[src/design/lcd_pkg.sv]
`default_nettype none

package lcd_pkg;

	// bus word is {rs, rw, data[7:0]}
	localparam int lcd_bus_w = 10;

	// {lines, font, display on, cursor, blink, inc/dec, shift}
	localparam int cfg_w = 7;

	// top bit selects the line, low 4 bits the column
	localparam int pos_w = 5;

	localparam logic [7:0] cmd_set_ddram = 8'h80;	// or'ed with the ddram address
	localparam logic [7:0] line2_offset = 8'h40;	// first ddram address of line 2

	// timing points, all in microseconds
	localparam int t_powerup_us = 500;			// wait before the first command
	localparam int t_fn_wait_us = 50;			// after function set and display control
	localparam int t_clear_wait_us = 200;		// clear takes longer
	localparam int t_entry_wait_us = 100;		// after entry mode set
	localparam int t_write_us = 50;				// full length of one host write
	localparam int t_e_high_start_us = 1;		// e rises here in a write
	localparam int t_e_high_end_us = 14;		// and falls here

endpackage

`default_nettype wire

[src/design/char_queue.sv]
`default_nettype none
`timescale 1ns/10ps

module char_queue #(
	parameter int queue_depth = 4
) (
	input  logic                     clk,
	input  logic                     rst,
	input  logic                     in_valid,
	output logic                     in_ready,
	input  logic [lcd_pkg::pos_w-1:0] in_pos,
	input  logic [7:0]               in_char,
	output logic                     out_valid,
	input  logic                     out_ready,
	output logic [lcd_pkg::pos_w-1:0] out_pos,
	output logic [7:0]               out_char
);
	import lcd_pkg::*;

	localparam int ptr_w = (queue_depth > 1) ? $clog2(queue_depth) : 1;
	localparam int cnt_w = $clog2(queue_depth + 1);

	logic [pos_w-1:0] pos_mem [queue_depth];
	logic [7:0]       char_mem [queue_depth];

	logic [ptr_w-1:0] wr_ptr;
	logic [ptr_w-1:0] rd_ptr;
	logic [cnt_w-1:0] count;
	logic             push;
	logic             pop;

	assign in_ready  = (count != cnt_w'(queue_depth));	// full blocks the host
	assign out_valid = (count != '0);
	assign out_pos   = pos_mem[rd_ptr];
	assign out_char  = char_mem[rd_ptr];

	assign push = in_valid && in_ready;
	assign pop  = out_valid && out_ready;

	always_ff @(posedge clk) begin
		if (push) begin
			pos_mem[wr_ptr]  <= in_pos;
			char_mem[wr_ptr] <= in_char;
		end
	end

	always_ff @(posedge clk) begin
		if (rst) begin
			wr_ptr <= '0;
			rd_ptr <= '0;
			count  <= '0;
		end else begin
			if (push) begin
				// explicit wrap, depth need not be a power of two
				wr_ptr <= (wr_ptr == ptr_w'(queue_depth - 1)) ? '0 : wr_ptr + 1'b1;
			end
			if (pop) begin
				rd_ptr <= (rd_ptr == ptr_w'(queue_depth - 1)) ? '0 : rd_ptr + 1'b1;
			end
			case ({push, pop})
				2'b10:   count <= count + 1'b1;
				2'b01:   count <= count - 1'b1;
				default: count <= count;			// both or neither
			endcase
		end
	end

endmodule

`default_nettype wire

[src/design/lcd_writer.sv]
`default_nettype none
`timescale 1ns/10ps

module lcd_writer (
	input  logic                         clk,
	input  logic                         rst,
	input  logic [lcd_pkg::cfg_w-1:0]     cfg,
	input  logic                         init_done,
	input  logic                         req_valid,
	output logic                         req_ready,
	input  logic [lcd_pkg::pos_w-1:0]     req_pos,
	input  logic [7:0]                   req_char,
	output logic                         bus_enable,
	output logic [lcd_pkg::lcd_bus_w-1:0] bus_word,
	input  logic                         busy
);
	import lcd_pkg::*;

	localparam int id_bit = 1;	// increment/decrement field of cfg

	typedef enum logic [1:0] {
		st_idle,
		st_addr,
		st_data
	} wr_state_t;

	wr_state_t state;

	logic [6:0] cursor;			// where the lcd will put the next byte
	logic [6:0] req_addr;
	logic [6:0] tgt_addr;
	logic [7:0] char_q;
	logic [6:0] next_cursor;
	logic [3:0] req_col;
	logic       accept;
	logic       issue;

	assign req_col = req_pos[pos_w-2:0];

	// ddram address of the requested screen position
	always_comb begin
		if (req_pos[pos_w-1]) begin
			req_addr = line2_offset[6:0] + 7'(req_col);
		end else begin
			req_addr = 7'(req_col);
		end
	end

	assign req_ready = (state == st_idle);
	assign accept    = req_valid && req_ready;

	// one word per controller idle window
	assign issue      = (state != st_idle) && init_done && !busy;
	assign bus_enable = issue;

	always_comb begin
		case (state)
			st_addr: bus_word = {1'b0, 1'b0, cmd_set_ddram | {1'b0, tgt_addr}};
			st_data: bus_word = {1'b1, 1'b0, char_q};		// rs high for data
			default: bus_word = '0;
		endcase
	end

	// lcd moves its cursor by itself after each data byte
	assign next_cursor = cfg[id_bit] ? cursor + 7'd1 : cursor - 7'd1;

	always_ff @(posedge clk) begin
		if (accept) begin
			tgt_addr <= req_addr;
			char_q   <= req_char;
		end
	end

	always_ff @(posedge clk) begin
		if (rst) begin
			state  <= st_idle;
			cursor <= '0;			// clear command homes the cursor
		end else begin
			case (state)
				st_idle: begin
					if (accept) begin
						// skip the address command when already in place
						state <= (req_addr == cursor) ? st_data : st_addr;
					end
				end
				st_addr: begin
					if (issue) begin
						cursor <= tgt_addr;
						state  <= st_data;
					end
				end
				st_data: begin
					if (issue) begin
						cursor <= next_cursor;
						state  <= st_idle;
					end
				end
				default: state <= st_idle;
			endcase
		end
	end

endmodule

`default_nettype wire

[src/design/lcd_ctrl.sv]
`default_nettype none
`timescale 1ns/10ps

module lcd_ctrl #(
	parameter int clk_freq = 40			// cycles per microsecond
) (
	input  logic                         clk,
	input  logic                         rst,
	input  logic [lcd_pkg::cfg_w-1:0]     cfg,
	input  logic                         lcd_enable,
	input  logic [lcd_pkg::lcd_bus_w-1:0] lcd_bus,
	output logic                         busy,
	output logic                         init_done,
	output logic                         e,
	output logic                         rs,
	output logic                         rw,
	output logic [7:0]                   lcd_data
);
	import lcd_pkg::*;

	localparam int t_init_pulse_us = 10;	// e high time of each init command

	// init sequence boundaries in cycles from the start of the sequence
	localparam int fn_end       = t_init_pulse_us * clk_freq;
	localparam int fn_wait_end  = fn_end + t_fn_wait_us * clk_freq;
	localparam int ctl_end      = fn_wait_end + t_init_pulse_us * clk_freq;
	localparam int ctl_wait_end = ctl_end + t_fn_wait_us * clk_freq;
	localparam int clr_end      = ctl_wait_end + t_init_pulse_us * clk_freq;
	localparam int clr_wait_end = clr_end + t_clear_wait_us * clk_freq;
	localparam int ent_end      = clr_wait_end + t_init_pulse_us * clk_freq;
	localparam int init_end     = ent_end + t_entry_wait_us * clk_freq;

	localparam int pw_end   = t_powerup_us * clk_freq;
	localparam int e_start  = t_e_high_start_us * clk_freq;
	localparam int e_end    = t_e_high_end_us * clk_freq;
	localparam int wr_end   = t_write_us * clk_freq + 1;
	localparam int cnt_w    = $clog2(pw_end + 1);	// power-up wait is the longest

	typedef enum logic [1:0] {
		st_power,
		st_init,
		st_idle,
		st_write
	} ctrl_state_t;

	ctrl_state_t state;

	logic [cnt_w-1:0] cnt;
	logic             init_e;
	logic [7:0]       init_byte;

	// command on the bus for the current point of the init sequence
	always_comb begin
		init_e    = 1'b0;
		init_byte = 8'h00;
		if (cnt < fn_end) begin
			init_e    = 1'b1;
			init_byte = {4'b0011, cfg[6], cfg[5], 2'b00};		// function set
		end else if (cnt >= fn_wait_end && cnt < ctl_end) begin
			init_e    = 1'b1;
			init_byte = {5'b00001, cfg[4], cfg[3], cfg[2]};	// display control
		end else if (cnt >= ctl_wait_end && cnt < clr_end) begin
			init_e    = 1'b1;
			init_byte = 8'b0000_0001;							// clear
		end else if (cnt >= clr_wait_end && cnt < ent_end) begin
			init_e    = 1'b1;
			init_byte = {6'b000001, cfg[1], cfg[0]};			// entry mode
		end
	end

	always_ff @(posedge clk) begin
		if (rst) begin
			state     <= st_power;
			cnt       <= '0;
			busy      <= 1'b1;			// no writes until init is over
			init_done <= 1'b0;
			e         <= 1'b0;
			rs        <= 1'b0;
			rw        <= 1'b0;
			lcd_data  <= 8'h00;
		end else begin
			case (state)
				st_power: begin
					if (cnt < pw_end) begin
						cnt <= cnt + 1'b1;
					end else begin
						cnt   <= '0;
						state <= st_init;
					end
				end
				st_init: begin
					if (cnt < init_end) begin
						cnt      <= cnt + 1'b1;
						e        <= init_e;
						lcd_data <= init_byte;		// zero between commands
					end else begin
						cnt       <= '0;
						busy      <= 1'b0;
						init_done <= 1'b1;
						e         <= 1'b0;
						lcd_data  <= 8'h00;
						state     <= st_idle;
					end
				end
				st_idle: begin
					if (lcd_enable) begin
						rs       <= lcd_bus[9];
						rw       <= lcd_bus[8];
						lcd_data <= lcd_bus[7:0];
						busy     <= 1'b1;
						cnt      <= cnt_w'(1);	// counts cycles since acceptance
						state    <= st_write;
					end
				end
				st_write: begin
					if (cnt < wr_end) begin
						// setup, then the enable pulse, then hold
						e   <= (cnt >= e_start) && (cnt < e_end);
						cnt <= cnt + 1'b1;
					end else begin
						cnt      <= '0;
						busy     <= 1'b0;
						e        <= 1'b0;
						rs       <= 1'b0;
						rw       <= 1'b0;
						lcd_data <= 8'h00;
						state    <= st_idle;
					end
				end
				default: state <= st_power;
			endcase
		end
	end

endmodule

`default_nettype wire

[src/design/lcd_top.sv]
`default_nettype none
`timescale 1ns/10ps

module lcd_top #(
	parameter int clk_freq    = 40,
	parameter int queue_depth = 4
) (
	input  logic                     clk,
	input  logic                     rst,
	input  logic [lcd_pkg::cfg_w-1:0] cfg,
	input  logic                     req_valid,
	output logic                     req_ready,
	input  logic [lcd_pkg::pos_w-1:0] req_pos,
	input  logic [7:0]               req_char,
	output logic                     init_done,
	output logic                     lcd_e,
	output logic                     lcd_rs,
	output logic                     lcd_rw,
	output logic [7:0]               lcd_data
);
	import lcd_pkg::*;

	logic                 q_valid;		// queue head to writer
	logic                 q_ready;
	logic [pos_w-1:0]     q_pos;
	logic [7:0]           q_char;
	logic                 bus_enable;	// writer to controller
	logic [lcd_bus_w-1:0] bus_word;
	logic                 busy;

	char_queue #(
		.queue_depth(queue_depth)
	) u_queue (
		.clk      (clk),
		.rst      (rst),
		.in_valid (req_valid),
		.in_ready (req_ready),
		.in_pos   (req_pos),
		.in_char  (req_char),
		.out_valid(q_valid),
		.out_ready(q_ready),
		.out_pos  (q_pos),
		.out_char (q_char)
	);

	lcd_writer u_writer (
		.clk       (clk),
		.rst       (rst),
		.cfg       (cfg),
		.init_done (init_done),
		.req_valid (q_valid),
		.req_ready (q_ready),
		.req_pos   (q_pos),
		.req_char  (q_char),
		.bus_enable(bus_enable),
		.bus_word  (bus_word),
		.busy      (busy)
	);

	lcd_ctrl #(
		.clk_freq(clk_freq)
	) u_ctrl (
		.clk       (clk),
		.rst       (rst),
		.cfg       (cfg),
		.lcd_enable(bus_enable),
		.lcd_bus   (bus_word),
		.busy      (busy),
		.init_done (init_done),
		.e         (lcd_e),
		.rs        (lcd_rs),
		.rw        (lcd_rw),
		.lcd_data  (lcd_data)
	);

endmodule

`default_nettype wire

[config.mk]
export PLATFORM = sky130hd
export DESIGN_NAME = lcd_top
export DESIGN_NICKNAME = d
export VERILOG_FILES = /design/src/design/lcd_pkg.sv /design/src/design/char_queue.sv /design/src/design/lcd_writer.sv /design/src/design/lcd_ctrl.sv /design/src/design/lcd_top.sv
export SDC_FILE = /design/constraint.sdc
export NUM_CORES = 1
export LEC_CHECK = 0
export CORE_MARGIN = 2
export CORE_UTILIZATION = 57
export CTS_BUF_LIST = sky130_fd_sc_hd__clkbuf_8 sky130_fd_sc_hd__clkbuf_16
export DETAILED_ROUTE_END_ITERATION = 10
export DONT_BUFFER_PORTS = 1
export PLACE_DENSITY = 0.87
export SLEW_MARGIN = 20
export SYNTH_ARGS = -nofsm -noshare
export SYNTH_HDL_FRONTEND = slang
export SYNTH_SLANG_ARGS = --single-unit
[constraint.sdc]
create_clock -name clk -period 2.42 [get_ports clk]
set_input_delay 0.363 -clock clk [delete_from_list [all_inputs] [get_ports clk]]
set_output_delay 0.363 -clock clk [all_outputs]
set_load 0.02 [all_outputs]
==> run_summary.xml <==
<?xml version="1.0" encoding="UTF-8"?>
<metrics>
  <group name="synthesis">
    <metric name="synth_async_sr_flop_share" unit="%">0</metric>
    <metric name="post_synth_num_cell_types" unit="">65</metric>
    <metric name="register_area_share_after_synthesis" unit="%">54.7</metric>
    <metric name="syn_inst" unit="">445</metric>
    <metric name="ys_dominant_reg_cell" unit="">sky130_fd_sc_hd__edfxtp_1</metric>
    <metric name="synth-edff-count" unit="">65</metric>
    <metric name="postSynthNetCount" unit="">486</metric>
    <metric name="post_synth_instance_area" unit="um^2">5290</metric>
    <metric name="postSynthRegisterBits" unit="">112</metric>
    <metric name="synth.yosys.warnings" unit="">0</metric>
    <metric name="syn_avg_cell_area" unit="um^2">11.9</metric>
  </group>
  <group name="drt">
    <metric name="remaining_drc_errors" unit="">0</metric>
    <metric name="final_antenna_net_count" unit="">0</metric>
    <metric name="drt_via_density" unit="">6.21</metric>
    <metric name="route.final.wire_length" unit="mm">9.98</metric>
    <metric name="vias" unit="">3433</metric>
    <metric name="count_of_routing_violations_after_the_opening_detailed_route_iteration" unit="">198</metric>
    <metric name="drt_first_pass_iters" unit="">5</metric>
    <metric name="drt-wirelength-per-cell" unit="um">18.0</metric>
  </group>
  <group name="timing">
    <metric name="final_hold_viol_count" unit="">0</metric>
    <metric name="final_period_minus_worst_setup_slack" unit="ns">2.21</metric>
    <metric name="final_max_slew_viol_count" unit="">0</metric>
    <metric name="final.setup_skew" unit="ns">0.0132</metric>
    <metric name="post-route-worst-setup-slack" unit="ns">0.213</metric>
    <metric name="setup_viol_count_final" unit="">0</metric>
    <metric name="fin_setup_tns" unit="ns">0</metric>
    <metric name="max_freq" unit="MHz">453</metric>
    <metric name="grt_setup_unrepaired" unit="">false</metric>
    <metric name="slew-limit-headroom" unit="%">54.0</metric>
    <metric name="finalCritPeriodShare" unit="%">91.2</metric>
    <metric name="hold_slack" unit="ns">0.0291</metric>
    <metric name="timing_worst_slew_pin_value" unit="ns">0.684</metric>
  </group>
  <group name="critical_path">
    <metric name="critical_path_arrival" unit="ns">2.53</metric>
    <metric name="worstSetupPathType" unit="">register to register</metric>
    <metric name="crit_end" unit="">u_queue.count[2]</metric>
    <metric name="timing.critical_path.from_type" unit="">register</metric>
    <metric name="critical_register_to_register_path_endpoint" unit="">u_queue.count[2]</metric>
    <metric name="reg2reg_depth" unit="">10</metric>
    <metric name="worst-endpoint-required" unit="ns">2.74</metric>
    <metric name="worst-path-max-fanout" unit="">4</metric>
    <metric name="crit_reg_reg_startpoint" unit="">u_writer.state[0]</metric>
    <metric name="setup.worst_path.end_class" unit="">register</metric>
    <metric name="timing.reg2reg.setup_slack" unit="ns">0.21</metric>
    <metric name="timing.critical_path.from" unit="">u_writer.state[0]</metric>
  </group>
  <group name="worst_hold_path">
    <metric name="min_path_type" unit="">primary input to register</metric>
  </group>
  <group name="cts">
    <metric name="cts.repair_timing.setup_buffer_count" unit="">0</metric>
    <metric name="ctsHtreeMaxLevel" unit="">3</metric>
    <metric name="clk_pin_slew" unit="ns">0.12</metric>
    <metric name="clkLatencyLatePin" unit="ns">0.39</metric>
    <metric name="clock_sink_count" unit="">112</metric>
    <metric name="clk_path_buf_depth" unit="">2</metric>
    <metric name="tritoncts_clock_tree" unit="">built</metric>
    <metric name="cts-hold-fix-buffers" unit="">0</metric>
    <metric name="cts_resized" unit="">0</metric>
    <metric name="clock-root-buffer" unit="">sky130_fd_sc_hd__clkbuf_8</metric>
    <metric name="number_of_buffers_inserted_during_clock_tree_synthesis" unit="">9</metric>
  </group>
  <group name="floorplanning">
    <metric name="placement_rows" unit="">35</metric>
    <metric name="start_util" unit="%">58.0</metric>
    <metric name="design.core.area" unit="um^2">9110</metric>
    <metric name="die_w" unit="um">100</metric>
    <metric name="die_height" unit="um">100</metric>
    <metric name="die_area" unit="um^2">10100</metric>
    <metric name="num_io_pins" unit="">36</metric>
  </group>
  <group name="run_status">
    <metric name="outcome" unit="">finished, final reports clean</metric>
  </group>
  <group name="place">
    <metric name="post-dp-hpwl" unit="mm">7.07</metric>
    <metric name="routabilityCongestion" unit="">0.818</metric>
    <metric name="portBuffers" unit="">0</metric>
    <metric name="post-place-ws" unit="ns">0.120</metric>
    <metric name="placed_cells" unit="">537</metric>
  </group>
  <group name="global_routing">
    <metric name="grt_usage" unit="%">20.9</metric>
    <metric name="grt-ovfl-total" unit="">0</metric>
    <metric name="largest_net_degree_at_the_start_of_global_routing" unit="">25</metric>
    <metric name="initial_antenna_violation_count" unit="">0</metric>
    <metric name="vias_in_the_first_global_route" unit="">3355</metric>
    <metric name="grt_first_pass_wirelength" unit="mm">16.2</metric>
  </group>
  <group name="final_layout">
    <metric name="n_antenna_cell" unit="">0</metric>
    <metric name="area_growth_synth_to_finish" unit="%">5.26</metric>
    <metric name="final_util" unit="%">61.1</metric>
    <metric name="final_layout_size_suffix_gt1_share" unit="%">9.73</metric>
    <metric name="final_nets" unit="">478</metric>
    <metric name="final_instance_count_excl_fillers" unit="">553</metric>
  </group>
  <group name="power_and_ir_drop">
    <metric name="max-vdd-ir-drop" unit="V">0.000602</metric>
    <metric name="cellLeakagePower" unit="uW">0.00187</metric>
    <metric name="pwr_density" unit="nW/um^2">899</metric>
  </group>
  <group name="job">
    <metric name="max_cap_violations" unit="">0</metric>
  </group>
</metrics>
## critical path, cell delays in order (launching register included)
cell	delay, ns
sky130_fd_sc_hd__dfxtp_1	0.37
sky130_fd_sc_hd__inv_1	0.10
sky130_fd_sc_hd__ha_1	0.19
sky130_fd_sc_hd__o31ai_1	0.17
sky130_fd_sc_hd__inv_1	0.12
sky130_fd_sc_hd__ha_1	0.18
sky130_fd_sc_hd__inv_1	0.06
sky130_fd_sc_hd__fa_1	0.37
sky130_fd_sc_hd__xor2_1	0.15
sky130_fd_sc_hd__or3_1	0.30
sky130_fd_sc_hd__a21oi_1	0.13
## logic make-up after synthesis
| logic type | share of synthesized area [%] |
|---|---|
| AND/OR/NAND/NOR | 12.0 |
| buffers and inverters | 4.17 |
| multiplexers | 7.86 |
| XOR/XNOR | 3.98 |
| flip-flops | 54.7 |
| other | 0.0710 |
| AO/OA/AOI/OAI | 12.6 |
| adder cells (fa/ha/maj) | 4.55 |
## layer usage
| metal | global-route usage [%] | part of all wire, % | up-vias |
|---|---|---|---|
| met1 | 27.2 | 42 | 1654 |
| met5 | 0 | 0 | - |
| li1 | - | - | 1641 |
| met2 | 35.0 | 49 | 123 |
| met4 | 7.17 | 1.6 | 0 |
| met3 | 4.32 | 6.6 | 15 |
## layout make-up
class                      instances  area [um^2]
clock inverter                     7         91.3
clock buffer                       9          124
multi-input combinational        285         2170
fill                             689         3550
sequential                       112         2890
inverter                          23         86.3
tap                              111          139
timing repair buffer               6         57.6
## synthesized netlist by cell type, types with 3 or more instances
cell                         n  share of area [%]
sky130_fd_sc_hd__o2111ai_1   7                1.2
sky130_fd_sc_hd__mux2i_1     7                1.3
sky130_fd_sc_hd__a31oi_1     5               0.59
sky130_fd_sc_hd__o211ai_1    3               0.43
sky130_fd_sc_hd__xor2_1      7                1.2
sky130_fd_sc_hd__edfxtp_1   65                 37
sky130_fd_sc_hd__mux4_2      8                3.4
sky130_fd_sc_hd__o21ai_0    20                1.9
sky130_fd_sc_hd__and2_1      3               0.36
sky130_fd_sc_hd__o21a_1      5               0.71
sky130_fd_sc_hd__and3_1      8               0.95
sky130_fd_sc_hd__nand2b_1    3               0.36
sky130_fd_sc_hd__a21oi_1    27                2.6
sky130_fd_sc_hd__a22oi_1     4               0.57
sky130_fd_sc_hd__a211oi_1    5               0.71
sky130_fd_sc_hd__inv_1      23                1.6
sky130_fd_sc_hd__nor2_1     39                2.8
sky130_fd_sc_hd__nand3_1    10               0.95
sky130_fd_sc_hd__mux2_2      3               0.64
sky130_fd_sc_hd__nor3b_1     5               0.71
sky130_fd_sc_hd__nor4_1      4               0.47
sky130_fd_sc_hd__nand2_1    17                1.2
sky130_fd_sc_hd__buf_2       8               0.76
sky130_fd_sc_hd__ha_1       16                3.8
sky130_fd_sc_hd__nor2b_1     3               0.36
sky130_fd_sc_hd__nor3_1     10               0.95
sky130_fd_sc_hd__mux4_1      5                2.5
sky130_fd_sc_hd__clkbuf_1   10               0.71
sky130_fd_sc_hd__dfxtp_1    47                 18
sky130_fd_sc_hd__or3_1       5               0.59
sky130_fd_sc_hd__nand4_1     5               0.59
sky130_fd_sc_hd__xnor2_1    17                2.8
sky130_fd_sc_hd__buf_4       3               0.43
## power by group
part           internal, uW  total, uW  switching, uW
logic                   535       1220            683
registers              2380       2610            226
clock network           437       1170            738
total                  3350       5000           1650
## cell usage in the layout, fill, tap and decap left out, drive strengths merged, types with 6 or more instances in the layout
master / instances
clkbuf: 9
nand3: 10
and3: 8
nor3: 10
ha: 16
o21ai: 21
nand2: 17
inv: 29
xnor2: 17
nand4: 6
a21oi: 27
buf: 6
edfxtp: 65
xor2: 7
o2111ai: 7
mux2i: 7
mux4: 13
nor2: 39
dfxtp: 47
a211oi: 6
## state kept, by name, summed over array words and instances, names as in the netlist, named ones only
name / flops
u_ctrl.state: 2
u_queue.count: 3
u_ctrl.lcd_data: 8
u_ctrl.e: 1
u_ctrl.cnt: 15
u_queue.rd_ptr: 2
u_writer.tgt_addr: 5
u_queue.pos_mem: 20
u_writer.state: 2
u_writer.char_q: 8
u_ctrl.init_done: 1
u_writer.cursor: 7
u_queue.wr_ptr: 2
u_ctrl.busy: 1
u_ctrl.rs: 1
u_queue.char_mem: 32
## per-stage QoR
stage	total power [uW]	instance area [um^2]
after floorplan	3540	5290
after global placement	3780	5350
after detailed placement	3850	5350
final	5000	5560
after global routing	5270	5560
after CTS	5030	5560
## worst min-delay path by stage
| stage | start | end | cells past startpoint |
|---|---|---|---|
| after floorplan | u_writer.cursor[4] | u_writer.cursor[4] | 2 |
| after global placement | rst | u_ctrl.e | 1 |
| after detailed placement | rst | u_writer.cursor[2] | 1 |
| after CTS | rst | u_writer.cursor[6] | 1 |
| after global routing | rst | u_writer.cursor[6] | 1 |
| final | rst | u_writer.cursor[6] | 1 |
Note: power is estimated with default switching activity, not from simulation.
